===== src/rtl/pipePkg.sv =====
/* Pipeline control types for the memory stage: memory-function opcodes,
   execute-stage controls, the MEM-to-WB operation and the writeback result */

package pipePkg;

    // --------------------------------------------------
    // Widths
    // --------------------------------------------------
    // Register file address width
    localparam int REG_ADDR_W = 5;
    // Datapath word width
    localparam int DATA_W = 32;

    // --------------------------------------------------
    // Memory-function opcode
    // --------------------------------------------------
    // Stores treat the signed and unsigned forms alike
    // wordLeft/wordRight are the LWL/LWR and SWL/SWR forms
    typedef enum logic [2:0] {
        byteSigned   = 3'd0,
        byteUnsigned = 3'd1,
        halfSigned   = 3'd2,
        halfUnsigned = 3'd3,
        word         = 3'd4,
        wordLeft     = 3'd5,
        wordRight    = 3'd6
    } memFunc_e;

    // Level controls from the execute stage
    typedef struct packed {
        logic                  regWrite;
        logic                  memToReg;
        logic                  memRead;
        logic                  memWrite;
        memFunc_e              func;
        logic [REG_ADDR_W-1:0] rAddr;
    } memCtrl_t;

    // Operation carried from the store formatter into MEM/WB
    typedef struct packed {
        memCtrl_t          ctrl;
        logic [1:0]        byteOff;
        logic [DATA_W-1:0] aluData;
        logic [DATA_W-1:0] rtData;
    } memOp_t;

    // Result presented to the register file
    typedef struct packed {
        logic                  regWrite;
        logic [REG_ADDR_W-1:0] rAddr;
        logic [DATA_W-1:0]     data;
    } wbResult_t;

endpackage


===== src/rtl/memPkg.sv =====
/* Data memory geometry and the per-lane bank request */

package memPkg;

    // --------------------------------------------------
    // Geometry
    // --------------------------------------------------
    // Byte address width seen by the data memory
    localparam int ADDR_W = 16;

    // One byte-wide bank per byte of the word
    localparam int NUM_LANES = 4;

    // Address bits above the byte offset select the word
    localparam int WORD_ADDR_W = ADDR_W - 2;

    // Words held in each bank
    localparam int DEPTH = 2 ** WORD_ADDR_W;

    // --------------------------------------------------
    // Lane request
    // --------------------------------------------------
    // One bank gets one of these each cycle
    // The read happens whatever we is; wdata only matters with we set
    typedef struct packed {
        logic                   we;
        logic [WORD_ADDR_W-1:0] wordAddr;
        logic [7:0]             wdata;
    } laneReq_t;

endpackage


===== src/rtl/memStage.sv =====
/* Store formatter: spreads one operation over four byte-lane bank requests
   and forwards the operation toward MEM/WB */

`timescale 1ns/10ps

module memStage import pipePkg::*, memPkg::*; (
    input  memCtrl_t                      ctrl,
    input  logic     [DATA_W-1:0]         aluData,
    input  logic     [DATA_W-1:0]         rtData,
    output laneReq_t [NUM_LANES-1:0]      laneReq,
    output memOp_t                        memOp
);

    // --------------------------------------------------
    // Address split
    // --------------------------------------------------
    logic [ADDR_W-1:0]      byteAddr;
    logic [WORD_ADDR_W-1:0] wordAddr;
    logic [1:0]             byteOff;

    // Store data already moved into lane position
    logic [DATA_W-1:0]      wdataWord;
    // Lanes the store touches
    logic [NUM_LANES-1:0]   laneMask;

    // Shift amounts for the left/right word forms
    logic [4:0]             leftShift;
    logic [4:0]             rightShift;

    assign byteAddr = aluData[ADDR_W-1:0];
    assign wordAddr = byteAddr[ADDR_W-1:2];
    assign byteOff  = byteAddr[1:0];

    // SWL moves rt's top bytes down to lane 0
    assign leftShift  = {2'd3 - byteOff, 3'b000};
    // SWR moves rt's low bytes up to lane o
    assign rightShift = {byteOff, 3'b000};

    // --------------------------------------------------
    // Lane data and mask per function
    // --------------------------------------------------
    always_comb begin
        wdataWord = rtData;
        laneMask  = '0;
        case (ctrl.func)
            byteSigned, byteUnsigned: begin
                // Low byte copied to every lane, only lane o enabled
                wdataWord = {4{rtData[7:0]}};
                laneMask  = 4'b0001 << byteOff;
            end
            halfSigned, halfUnsigned: begin
                // Address bit 1 picks the upper or lower half; bit 0 ignored
                wdataWord = {2{rtData[15:0]}};
                laneMask  = byteOff[1] ? 4'b1100 : 4'b0011;
            end
            word: begin
                wdataWord = rtData;
                laneMask  = 4'b1111;
            end
            wordLeft: begin
                // Lanes 0..o get rt's top o+1 bytes
                wdataWord = rtData >> leftShift;
                laneMask  = ~(4'b1110 << byteOff);
            end
            wordRight: begin
                // Lanes o..3 get rt's low 4-o bytes
                wdataWord = rtData << rightShift;
                laneMask  = 4'b1111 << byteOff;
            end
            default: begin
                // Unused encoding writes nothing
                wdataWord = rtData;
                laneMask  = '0;
            end
        endcase
    end

    // --------------------------------------------------
    // Lane requests
    // --------------------------------------------------
    // Every lane reads the same word every cycle
    always_comb begin
        for (int i = 0; i < NUM_LANES; i++) begin
            laneReq[i].we       = ctrl.memWrite & laneMask[i];
            laneReq[i].wordAddr = wordAddr;
            laneReq[i].wdata    = wdataWord[8*i +: 8];
        end
    end

    // Operation handed on to the load aligner
    always_comb begin
        memOp.ctrl    = ctrl;
        memOp.byteOff = byteOff;
        memOp.aluData = aluData;
        memOp.rtData  = rtData;
    end

endmodule


===== config.mk =====
export PLATFORM = sky130hd
export DESIGN_NAME = memStage
export DESIGN_NICKNAME = d
export VERILOG_FILES = /design/src/rtl/pipePkg.sv /design/src/rtl/memPkg.sv /design/src/rtl/memStage.sv
export SDC_FILE = /design/constraint.sdc
export NUM_CORES = 1
export LEC_CHECK = 0
export BUFFER_PORTS_ARGS = -buffer_cell sky130_fd_sc_hd__buf_2
export CAP_MARGIN = 15
export CORE_AREA = 2 2 95 97
export DETAILED_ROUTE_END_ITERATION = 6
export DIE_AREA = 0 0 97 99
export GPL_TIMING_DRIVEN = 1
export PLACE_DENSITY = 0.67
export SLEW_MARGIN = 10
export SYNTH_ARGS = -nofsm -noshare
export SYNTH_HDL_FRONTEND = slang
export SYNTH_SLANG_ARGS = --single-unit

===== constraint.sdc =====
create_clock -name vclk -period 1.57
set_input_delay 0.157 -clock vclk [all_inputs]
set_output_delay 0.157 -clock vclk [all_outputs]
set_load 0.02 [all_outputs]

==> results.toml <==
[yosys]
yosysTopAreaCell = "buf_4"
synth_fp_nets = 432
synthCells = 356
synth_warnings = 0
syn_area_sq_mm = 0.00249
netlist.area_leader.share = 0.409
ys_types = 36
synth.yosys.seq_area_share = 0
synth.avg_cell_area_sq_um = 7.00
synth_commonest_cells = "buf_4, nor2_1, nand2_1, mux2i_1, a21oi_1"
synth.most_common_cell = "buf_4"
synth_area_leaders = "buf_4, mux2i_1, nor2_1, mux2_4, nand2_1"

[routing]
vias = 2387
wl_per_cell_microns = 17.4
dr.pass1.iters = 4
viasPerCell = 5.12
drtAntennaViolNets = 0
first_iter_violations = 148
wl_microns = 8110
drcViolationCount = 0

[finish]
nNetsFinal = 436
finish.utilization = 0.314
drive_gt1_frac = 0.561
synthToLayoutAreaGrowth_pct = 7.68
seqCellArea_sq_um = 0
clkbuf_count = 0
stdcell_count = 466
nFlopsAndLatches = 0
num_antenna_cells = 0

[pwr]
combPwrFrac = 1.000
switching_power_uw = 604
ir_drop_mv = 0.162
power_mw = 1.06
p_seq_frac = 0
power_leakage_nw = 1.28
swShare = 0.571
p_int_uw = 455
p_per_area_mw_per_mm2 = 394
clkPwrFrac = 0

[worst_setup_path]
critPathArrivalTime_ns = 1.38
crit_type = "in -> out"
crit_path_start_kind = "primary input"
worstPathRequired_ns = 1.41
end_kind = "output pin"
path_max_fanout = 5

[placement]
dp_slack_ns = -0.170
dp_hpwl_microns = 5960
dp.cells = 460
portBuffers = 114
gp_congestion = 0.764

[floorplan]
dieArea_sq_mm = 0.00960
core_area_sq_mm = 0.00855
ios = 246
die_h_microns = 99
start_util = 0.292
rows = 34
die_w_microns = 97

[worst_hold_path]
hp-class = "in -> out"
min_path_cells = 0

[timing]
min_period_ns = 1.54
layout_setup_ws_ns = 0.0338
tightest_slew_ns = 0.413
finalHoldViolCount = 0
rsz0062_at_grt = "true"
max_freq_mhz = 651
slew_viol_final = 0
period_share = 0.978
setup_viol = 0
slew_headroom = 0.725

[global_routing]
grt_pass1_vias = 2231
grt-ovfl-total = 0
grt_max_degree = 33
grt_pass1_wl_microns = 11600
gr-usage-all-layers = 0.145
antenna_found_initial = 0

[status]
run_status = "finished clean"

[job]
drv_cap = 0

[clock_tree]
holdBufCountCts = 0
cell type report:
| type | instances | area (sq um) |
|---|---|---|
| fill | 915 | 5870 |
| inverter | 3 | 11.3 |
| multi-input combinational | 197 | 1500 |
| tap | 108 | 135 |
| timing repair buffer | 158 | 1040 |
worst paths after layout:
path	startpoint	endpoint	slack, ns
max	aluData[0]	laneReq[72]	0.03
min	aluData[26]	memOp[58]	0.31
worst max-delay path, cell delays in order:
cell and delay [ns]:
buf_8 0.12, buf_12 0.13, mux2_4 0.30, nor2_2 0.10
a21oi_1 0.06, a221o_1 0.34, buf_2 0.16
through the flow:
step	setup TNS, ns	instance area [sq um]	hold WS [ns]
CTS	-0.438	2440	0.314
detailed placement	-1.40	2390	0.314
global route	-0.0256	2690	0.314
finish	0	2690	0.314
global placement	-1.41	2390	0.314
floorplan	0	2490	0.427
cell usage in the layout (no fill, tap or decap), types with 2 or more instances in the layout:
master,instances
o221a_2,6
a22oi_1,2
nor2_1,37
nor2b_2,2
and2_1,5
mux2i_4,4
o2bb2ai_1,7
buf_8,2
o21ai_0,7
o22a_1,3
nand2_1,24
mux2_4,8
clkbuf_16,2
o221ai_1,3
buf_2,101
inv_1,3
a41oi_1,5
nand2b_1,12
mux2i_1,18
a41oi_2,3
a21oi_2,8
a21oi_1,6
mux2_2,2
buf_6,5
buf_12,3
nor2_2,4
buf_4,45
a22o_1,8
a221o_1,8
cell families after synthesis:
| family | after synthesis | synth area share |
|---|---|---|
| simple gates | 91 | 0.164 |
| buf+inv | 159 | 0.459 |
| compound gates | 74 | 0.234 |
| mux | 32 | 0.142 |
power by group through the flow:
stage	clock, mW	combinational, mW	sequential (mW)
finish	0	1.06	0
CTS	0	0.963	0
global route	0	1.12	0
floorplan	0	0.988	0
detailed placement	0	0.941	0
global placement	0	0.931	0
what timing repair did:
item	in CTS	in global routing
pin swaps	1	5
buffers inserted	0	4
cloned	0	2
endpoints found under the setup margin	17	30
resized for setup	9	47
routing by layer:
layer	vias up	wire length [microns]	track usage
met5	-	0	0
met3	32	590	0.0241
met4	0	212	0.0531
li1	1110	-	-
met2	122	4000	0.255
met1	1123	3310	0.177
No activity file was read; power rests on OpenSTA's default activity.
