`src/rtl/pipePkg.sv`:
```
/* Pipeline control types for the memory stage: memory-function opcodes,
   execute-stage controls, the MEM-to-WB operation and the writeback result */

package pipePkg;

    // --------------------------------------------------
    // Widths
    // --------------------------------------------------
    // Register file address width
    localparam int REG_ADDR_W = 5;
    // Datapath word width
    localparam int DATA_W = 32;

    // --------------------------------------------------
    // Memory-function opcode
    // --------------------------------------------------
    // Stores treat the signed and unsigned forms alike
    // wordLeft/wordRight are the LWL/LWR and SWL/SWR forms
    typedef enum logic [2:0] {
        byteSigned   = 3'd0,
        byteUnsigned = 3'd1,
        halfSigned   = 3'd2,
        halfUnsigned = 3'd3,
        word         = 3'd4,
        wordLeft     = 3'd5,
        wordRight    = 3'd6
    } memFunc_e;

    // Level controls from the execute stage
    typedef struct packed {
        logic                  regWrite;
        logic                  memToReg;
        logic                  memRead;
        logic                  memWrite;
        memFunc_e              func;
        logic [REG_ADDR_W-1:0] rAddr;
    } memCtrl_t;

    // Operation carried from the store formatter into MEM/WB
    typedef struct packed {
        memCtrl_t          ctrl;
        logic [1:0]        byteOff;
        logic [DATA_W-1:0] aluData;
        logic [DATA_W-1:0] rtData;
    } memOp_t;

    // Result presented to the register file
    typedef struct packed {
        logic                  regWrite;
        logic [REG_ADDR_W-1:0] rAddr;
        logic [DATA_W-1:0]     data;
    } wbResult_t;

endpackage

```
`src/rtl/loadAlign.sv`:
```
/* MEM/WB register with load alignment, sign/zero extension, LWL/LWR merge
   and writeback select */

`timescale 1ns/10ps

module loadAlign import pipePkg::*; (
    input  logic                         clk,
    input  logic                         rstN,
    input  memOp_t                       memOp,
    input  logic [DATA_W/8-1:0][7:0]     laneData,
    output wbResult_t                    wbOut
);

    // --------------------------------------------------
    // MEM/WB register
    // --------------------------------------------------
    // Captured at the same edge the banks register their reads
    memOp_t opQ;

    always_ff @(posedge clk or negedge rstN) begin
        if (!rstN) begin
            opQ <= '0;
        end else begin
            opQ <= memOp;
        end
    end

    // --------------------------------------------------
    // Lane selection
    // --------------------------------------------------
    // Whole word as read, lane 0 is the lowest address
    logic [DATA_W-1:0] memWord;
    // Byte at offset o
    logic [7:0]        byteSel;
    // Half chosen by address bit 1
    logic [15:0]       halfSel;

    assign memWord = laneData;
    assign byteSel = laneData[opQ.byteOff];
    assign halfSel = opQ.byteOff[1] ? {laneData[3], laneData[2]}
                                    : {laneData[1], laneData[0]};

    // --------------------------------------------------
    // Left/right merge
    // --------------------------------------------------
    logic [4:0]        leftShift;
    logic [4:0]        rightShift;
    // Bits of rt that the memory bytes overwrite
    logic [DATA_W-1:0] leftMask;
    logic [DATA_W-1:0] rightMask;
    logic [DATA_W-1:0] leftData;
    logic [DATA_W-1:0] rightData;

    // LWL lifts bytes 0..o to the top of the word
    assign leftShift  = {2'd3 - opQ.byteOff, 3'b000};
    // LWR drops bytes o..3 to the bottom
    assign rightShift = {opQ.byteOff, 3'b000};

    assign leftMask  = {DATA_W{1'b1}} << leftShift;
    assign rightMask = {DATA_W{1'b1}} >> rightShift;

    // rt keeps its lower 3-o bytes
    assign leftData  = (memWord << leftShift) | (opQ.rtData & ~leftMask);
    // rt keeps its upper o bytes
    assign rightData = (memWord >> rightShift) | (opQ.rtData & ~rightMask);

    // --------------------------------------------------
    // Load value
    // --------------------------------------------------
    logic [DATA_W-1:0] loadData;

    always_comb begin
        case (opQ.ctrl.func)
            byteSigned: begin
                loadData = {{24{byteSel[7]}}, byteSel};
            end
            byteUnsigned: begin
                loadData = {24'd0, byteSel};
            end
            halfSigned: begin
                loadData = {{16{halfSel[15]}}, halfSel};
            end
            halfUnsigned: begin
                loadData = {16'd0, halfSel};
            end
            word: begin
                loadData = memWord;
            end
            wordLeft: begin
                loadData = leftData;
            end
            wordRight: begin
                loadData = rightData;
            end
            default: begin
                // Unused encoding behaves as a plain word load
                loadData = memWord;
            end
        endcase
    end

    // --------------------------------------------------
    // Writeback
    // --------------------------------------------------
    // memToReg picks memory over the ALU result
    always_comb begin
        wbOut.regWrite = opQ.ctrl.regWrite;
        wbOut.rAddr    = opQ.ctrl.rAddr;
        wbOut.data     = opQ.ctrl.memToReg ? loadData : opQ.aluData;
    end

endmodule

```
`config.mk`:
```
export PLATFORM = sky130hd
export DESIGN_NAME = loadAlign
export DESIGN_NICKNAME = d
export VERILOG_FILES = /design/src/rtl/pipePkg.sv /design/src/rtl/loadAlign.sv
export SDC_FILE = /design/constraint.sdc
export NUM_CORES = 1
export LEC_CHECK = 0
export BUFFER_PORTS_ARGS = -buffer_cell sky130_fd_sc_hd__buf_2
export CORE_ASPECT_RATIO = 1.2
export CORE_UTILIZATION = 35
export DETAILED_ROUTE_END_ITERATION = 7
export PLACE_DENSITY = 0.71
export SKIP_CTS_REPAIR_TIMING = 1
export SLEW_MARGIN = 20
export SYNTH_ARGS = -nofsm -noshare
export SYNTH_HDL_FRONTEND = slang
export SYNTH_SLANG_ARGS = --single-unit
```
`constraint.sdc`:
```
create_clock -name clk -period 1.6 [get_ports clk]
set_clock_uncertainty 0.05 [all_clocks]
set_input_delay 0.08 -clock clk [delete_from_list [all_inputs] [get_ports clk]]
set_output_delay 0.08 -clock clk [all_outputs]
set_load 0.01 [all_outputs]
```
==> results.toml, run 1 <==
[cells_and_area]
num-fill-cells = 1012
antenna_cells = 0
final-seq-area_mm2 = 0.00191
drive_above_1_share_pct = 42.2
multi_input_area_mm2 = 0.00229
finish.net_count = 802
area_growth_pct = 60.5

[synthesis]
async_flop_share_pct = 100
synthesis.nets = 536
synth_seq_area_share_pct = 43.9
synth_common_cells = "76 x dfrtp_1, 36 x mux2i_1, 31 x a21oi_1"
synth_flop_cell = "dfrtp_1"
synth-edff-count = 0
synth_most_common_cell = "dfrtp_1"
netlist_area_mm2 = 0.00433
ys_ff_latch = 76
synth_top_area_share_pct = 43.9
synth.distinct_cells = 45
synth_area_leaders = "dfrtp_1 44%, mux2i_1 8.3%, mux4_2 3.6%"
synth_cells = 424
avgSynthCellArea_um2 = 10.2
yosysWarnings = 0
synth_top_area_cell = "dfrtp_1"

[setup_path]
critPathMaxStageDelay_ps = 560
criticalPathCategory = "reg2out"
cp.required_ps = 1470
cp.arrival_ps = 2100
start_kind = "flip-flop"
end_kind = "primary output"
crit_slowest_cell = "mux4_2"
crit_chain = "buf_12 > mux4_2 > a221oi_2 > a21oi_2 > buf_2"
critical_path_peak_fanout = 8

[run]
drv_cap = 0

[floorplan]
core_mm2 = 0.0121
rows = 44
pin_count = 150
dieWidth_um = 104
start_util_pct = 35.9
dieArea_mm2 = 0.0128
fp.dieH_um = 124

[route]
post_drt_wl_per_cell_um = 18.8
ant_nets = 0
drt-initial-drc-count = 273
firstDrtPassIters = 5
drc_errors = 0
routed-via-count = 4711
viasPerCell = 5.50
wl_mm = 16.1

[placement]
post-place-ws_ps = -326
numPortBuffers = 147
place.gp.congestion = 0.918
hpwl_mm = 11.4

[run_status]
status = "finished, violations left"
violations = "setup timing"

[global_routing]
grt_start_max_net_pins = 41
first_global_vias = 4532
antenna_found_initial = 0
gr-total-overflow = 0
grt_usage_pct = 23.7
grt_pass1_wl_mm = 23.0

[power]
total_power_mw = 5.69
cellPowerDensity_mw_per_mm2 = 819
power_leakage_nw = 3.16
vdd_drop_max_mv = 0.428

[timing]
finalWorstSetupSlack_ps = -628
hold_viol = 0
final.min_clock_period_ps = 2230
setup_violations = 32
finalCritPeriodShare_pct = 139
drv_slew = 0
timing.fmax_ghz = 0.449
relSlewSlack_pct = 60.5
worstMarginPinSlew_ps = 589
grt_setup_unrepaired = "true"

[clocking]
cts_buffer_depth = 2
clock-sinks = 76
cts_root_buf = "clkbuf_16"
cts_max_level = 3
cts_made_buffers = 9
clk_pin_slew_ps = 60
cts_tree = "yes"

[min_path]
hp-class = "in2async"
[flip-flops by register name (all words and copies together), names as in the netlist]
name	count
opQ	70
wbOut	6
[area by class of cell]
type / instances / area share [%]
multi-input combinational: 289 / 32.9
timing repair buffer: 297 / 31.2
sequential: 76 / 27.4
clock buffer: 10 / 3.44
tap: 161 / 2.90
clock inverter: 6 / 1.26
inverter: 17 / 0.918
[metal layers]
metal	global-route usage [%]	wire length, µm	vias to the layer above
met2	41.6	8340	211
met4	15.9	816	0
li1	-	-	2140
met1	26.8	6210	2306
met5	0	0	-
met3	4.24	743	54
[logic make-up after synthesis]
| kind of cell | share of synthesized area [%] |
|---|---|
| buffers and inverters | 6.85 |
| muxes | 14.4 |
| AOI/OAI and AO/OA | 26.0 |
| and+or+nand+nor | 8.87 |
| DFF | 43.9 |
[power breakdown]
| group | internal (mW) | total (mW) | switching, mW |
|---|---|---|---|
| Clock | 1.40 | 2.20 | 0.799 |
| Combinational | 0.708 | 1.42 | 0.713 |
| Sequential | 2.02 | 2.07 | 0.0483 |
| Total | 4.13 | 5.69 | 1.56 |
[how the worst max path moves through the flow]
stage            start        end  slack [ps]  cells past startpoint
2_1_floorplan  opQ[65]  wbOut[16]         -50                      4
3_3_place_gp   opQ[64]  wbOut[17]        -270                      7
3_5_place_dp   opQ[64]  wbOut[18]        -330                      7
4_1_cts        opQ[64]  wbOut[18]        -690                      7
5_1_grt        opQ[65]  wbOut[20]        -710                      7
6_report       opQ[64]   wbOut[2]        -630                      5
[critical path, delay by kind of cell (launching register included)]
kind	cells	cell delay, ps
AO/OA/AOI/OAI	2	430
buffers and inverters	2	310
multiplexers	1	560
flip-flops	1	460
[layout by cell type (no fill, tap or decap), types with 2 or more instances in the layout]
cell             n
buf_2          146
dlygate4sd3_1   77
dfrtp_1         73
buf_4           61
mux2i_1         35
o21ai_0         29
o22ai_1         24
a21oi_1         17
o221ai_1        17
nand2_1         17
nor2b_1         15
inv_1           15
a21oi_2         14
nor2_1          12
clkbuf_16        9
mux4_2           8
nand2b_1         8
o211ai_1         8
nand3_1          8
a211o_1          7
o2bb2ai_1        7
a31oi_1          7
mux2_2           7
a221oi_2         7
a221o_1          7
a32oi_1          6
buf_12           6
buf_6            5
clkinvlp_4       3
dfrtp_2          3
o21ai_1          2
nor2_2           2
nand3b_1         2
nand2_2          2
bufinv_16        2
buf_8            2
[metrics by stage]
step | instances | hold WS, ps | TNS, ps | cell area (µm²) | utilization (%)
after floorplan | 424 | -266 | -636 | 4400 | -
after CTS | 773 | -318 | -19830 | 6000 | 49.7
after global routing | 856 | 282 | -21020 | 6950 | 57.6
after detailed placement | 757 | 43.3 | -7970 | 5670 | 47.0
after global placement | 757 | 52.3 | -6740 | 5670 | 47.0
final | 856 | 227 | -18630 | 6950 | 57.6
Note: power is estimated with default switching activity, not from simulation.
==> inputs of run 2 (changes only) <==
CORE_MARGIN = 2   (was default)
==> run 2 against run 1 <==
Against the previous run:
- the run still ends with setup timing left
- largest power group is now sequential cells
- worst hold slack worse by 27 ps
- utilization increased by 0.88 points
- sequential cell count did not move
- maximum frequency is 1.8% lower
- via count increased by 2.5%
==> results.toml, run 2 (synthesis results as in run 1) <==
[timing]
timing.fmax_ghz = 0.441
hold_viol = 0
finalCritPeriodShare_pct = 142
relSlewSlack_pct = 62.8
whs_ps = 200
grt_setup_unrepaired = "true"
drv_slew = 0
finalWorstSetupSlack_ps = -669
final.min_clock_period_ps = 2270
worstMarginPinSlew_ps = 556
setup_violations = 32

[setup_path]
cp.required_ps = 1470
cp.arrival_ps = 2140
start_kind = "flip-flop"
critical_path_peak_fanout = 8
end_kind = "primary output"
criticalPathCategory = "reg2out"

[route]
post_drt_wl_per_cell_um = 19.9
viasPerCell = 5.63
drt-initial-drc-count = 322
drc_errors = 0
wl_mm = 17.1
ant_nets = 0
routed-via-count = 4827
firstDrtPassIters = 5

[cells_and_area]
finish.net_count = 804
num-fill-cells = 1038
area_growth_pct = 63.7
final-seq-area_mm2 = 0.00190
layout_common_cells = "143 x buf_2, 77 x dlygate4sd3_1, 74 x dfrtp_1, 60 x buf_4, 33 x mux2i_1"
multi_input_area_mm2 = 0.00237
final_common_cell = "buf_2"
antenna_cells = 0
top_register = "opQ"
largest_register_ffs = 70
final_core_util_pct = 58.5
drive_above_1_share_pct = 42.8
design_area_mm2 = 0.00709

[clocking]
cts_max_level = 3
clock-sinks = 76
cts_tree = "yes"
cts_root_buf = "clkbuf_16"
clk_pin_slew_ps = 50
cts_buffer_depth = 2
cts_made_buffers = 9

[floorplan]
core_mm2 = 0.0121
dieArea_mm2 = 0.0133
fp.dieH_um = 126
rows = 44
dieWidth_um = 106
pin_count = 150
start_util_pct = 35.7

[placement]
post-place-ws_ps = -320
hpwl_mm = 11.8
numPortBuffers = 147
dpl_cell_area_mm2 = 0.00572
place.gp.congestion = 0.991

[power]
cellPowerDensity_mw_per_mm2 = 787
total_power_mw = 5.58
power_leakage_nw = 3.21
vdd_drop_max_mv = 0.566

[global_routing]
antenna_found_initial = 0
grt_usage_pct = 23.4
gr-total-overflow = 0
grt_start_max_net_pins = 46
grtUsageMet3_pct = 3.62
grt_pass1_wl_mm = 23.9
grt_use_met1_pct = 28.3
grt_most_used_layer = "met2"
met2_usage_pct = 39.8
first_global_vias = 4495

[min_path]
hp-class = "in2async"

[run_status]
status = "finished, violations left"
violations = "setup timing"

[run]
drv_cap = 0
## run 2: cell types whose count changed in the layout (fill, tap and decap cells not counted), moves of 3 or more
cell	delta
a31oi_1	-4
a31oi_4	+3
buf_2	-3
buf_6	+4
clkinvlp_4	-3
o21ai_0	-5
o21ai_1	+4
## run 2: path summary, 6_finish.rpt
check / from / to / slack (ps) / cells after the start
min in group clk: memOp[47] / opQ[47] / 320 / 2
setup / recovery: opQ[65] / wbOut[17] / -670 / 6
hold / removal: rstN / opQ[51] / 200 / 2
max in group asynchronous: rstN / opQ[25] / 740 / 3
## run 2: worst max-delay path, cell delays in order, from the launching register on
cell,delay [ps]
dfrtp_2,390
mux4_2,560
o21a_1,250
a211oi_4,210
buf_12,180
a21oi_1,80
buf_2,140
## run 2: layout make-up
cell class / count / share of cell area, %
flip-flops and latches: 76 / 26.9
inverters: 17 / 0.900
multi-input cells: 289 / 33.5
clock inverters: 4 / 0.688
well taps: 161 / 2.84
clock buffers: 12 / 3.48
repair buffers: 299 / 31.7
## run 2: per-stage QoR
stage,setup TNS [ps],std cells
2_1_floorplan,-636,424
3_3_place_gp,-6770,760
3_5_place_dp,-7810,760
4_1_cts,-19500,776
5_1_grt,-21110,858
6_report,-19530,858
## run 2: power breakdown
group / leakage [nW] / switching (mW) / internal (mW)
clock: 0.147 / 0.758 / 1.25
sequential: 0.884 / 0.0478 / 2.02
combinational: 2.18 / 0.757 / 0.750
## run 2: metal layers
metal  wire length (µm)  up-vias
met3                921       62
met1               6570     2353
met2               8650      252
li1                   -     2160
met4                928        0
met5                  0        -
==> inputs of run 3 (changes only) <==
MAX_ROUTING_LAYER = met4   (was default)
PLACE_DENSITY = 0.6   (was 0.71)
clock period = 2.1 ns   (was 1.6 ns; I/O delays follow)
==> run 3 against run 2 <==
Against the previous run:
- the flow still finishes with violations (setup timing)
- routed wire length fell by 7.1%
- clock power fell by 14%
- first-iteration DRC count rose by 18%
- critical path depth did not move
- worst setup slack improved by 450 ps
- sequential power fell by 24%
- via count fell by 5.9%
- combinational power fell by 32%
- cell count fell by 4.4%
- power fell by 22%
- worst hold slack improved by 150 ps
- non-clock buffer count fell by 38
- highest routed layer unchanged
==> results.toml, run 3 (synthesis results as in run 1) <==
[run_status]
status = "finished, violations left"
violations = "setup timing"

[floorplan]
dieWidth_um = 106
start_util_pct = 35.7
pin_count = 150
fp.dieH_um = 126
core_mm2 = 0.0121
rows = 44
dieArea_mm2 = 0.0133

[cells_and_area]
top_register = "opQ"
layout_common_cells = "146 x buf_2, 77 x dlygate4sd3_1, 73 x dfrtp_1, 35 x mux2i_1, 29 x o21ai_0"
antenna_cells = 0
final_common_cell = "buf_2"
finish.net_count = 766
num-fill-cells = 1079
drive_above_1_share_pct = 37.6
area_growth_pct = 54.6
largest_register_ffs = 70

[global_routing]
first_global_vias = 4046
grt_start_max_net_pins = 83
antenna_found_initial = 0
grt_usage_pct = 22.8
grt_pass1_wl_mm = 22.5
gr-total-overflow = 0

[clocking]
clk_pin_slew_ps = 60
cts_max_level = 3
cts_root_buf = "clkbuf_16"
cts_made_buffers = 9
cts_tree = "yes"
cts_buffer_depth = 2
clock-sinks = 76

[timing]
worstMarginPinSlew_ps = 927
finalWorstSetupSlack_ps = -220
drv_slew = 0
setup_violations = 32
final.min_clock_period_ps = 2320
finalCritPeriodShare_pct = 110
timing.fmax_ghz = 0.431
grt_setup_unrepaired = "true"
hold_viol = 0
relSlewSlack_pct = 38.2
setup_tns_ps = -5030

[setup_path]
cp.arrival_ps = 2170
start_kind = "flip-flop"
critical_path_peak_fanout = 8
critPathBufInv = 2
crit_family = "multiplexers"
cp.required_ps = 1950
crit_chain = "mux4_2 > o21a_4 > a211oi_4 > buf_12 > a21oi_2 > buf_2"
crit_slowest_cell = "mux4_2"
critPathMaxStageDelay_ps = 580
criticalPathCategory = "reg2out"
end_kind = "primary output"

[route]
routed-via-count = 4544
drt-initial-drc-count = 379
firstDrtPassIters = 5
wl_mm = 15.9
ant_nets = 0
drc_errors = 0
post_drt_wl_per_cell_um = 19.4
viasPerCell = 5.54

[run]
drv_cap = 0

[placement]
hpwl_mm = 10.6
post-place-ws_ps = 66.2
place.gp.congestion = 0.909
numPortBuffers = 147

[power]
vdd_drop_max_mv = 0.518
power_leakage_nw = 3.02
cellPowerDensity_mw_per_mm2 = 646

[min_path]
hp-class = "in2reg"
## run 3: changes by cell type in the layout (fill, tap and decap cells not counted), moves of 3 or more
cell     previous run  this run
a21oi_2            14        11
o21ai_0            24        29
a31oi_2             1         4
o21ai_1             6         2
buf_6               9         3
a21oi_1            16        20
buf_4              60        25
buf_2             143       146
a31oi_4             4         0
## run 3: area by class of cell
class / count / area, µm² / area share, %
Clock buffer: 10 / 239 / 3.57
Clock inverter: 6 / 96.3 / 1.44
Inverter: 17 / 63.8 / 0.953
Multi-Input combinational cell: 289 / 2250 / 33.6
Sequential cell: 76 / 1910 / 28.5
Tap cell: 161 / 201 / 3.01
Timing Repair Buffer: 261 / 1940 / 28.9
## run 3: power breakdown
part / internal (mW) / switching (mW) / leakage [nW]
sequential: 1.54 / 0.0411 / 0.883
clock: 1.09 / 0.639 / 0.161
combinational: 0.499 / 0.521 / 1.97
total: 3.12 / 1.20 / 3.02
## run 3: final timing paths
path / startpoint / endpoint / slack, ps / depth (start not counted)
min in group asynchronous: rstN / opQ[6] / 400 / 2
min: memOp[40] / opQ[40] / 350 / 2
max: opQ[65] / wbOut[16] / -220 / 6
max in group asynchronous: rstN / opQ[65] / 940 / 2
## run 3: metrics by stage
| stage | instance area [µm²] | utilization, % | hold WS (ps) | power (mW) | std cells |
|---|---|---|---|---|---|
| detailed placement | 5310 | 43.8 | 164 | 2.43 | 716 |
| floorplan | 4330 | - | -241 | 2.04 | 424 |
| global placement | 5310 | 43.8 | 162 | 2.41 | 716 |
| CTS | 5640 | 46.6 | -191 | 4.16 | 732 |
| global route | 6690 | 55.3 | 353 | 4.51 | 820 |
| finish | 6690 | 55.3 | 348 | 4.32 | 820 |
## run 3: routing by layer
| layer | vias to the layer above | GRT usage (%) | wire [µm] |
|---|---|---|---|
| li1 | 2078 | - | - |
| met1 | 2195 | 28.1 | 6240 |
| met2 | 232 | 36.8 | 8120 |
| met3 | 39 | 4.09 | 950 |
| met4 | 0 | 9.60 | 561 |
| met5 | - | - | 0 |
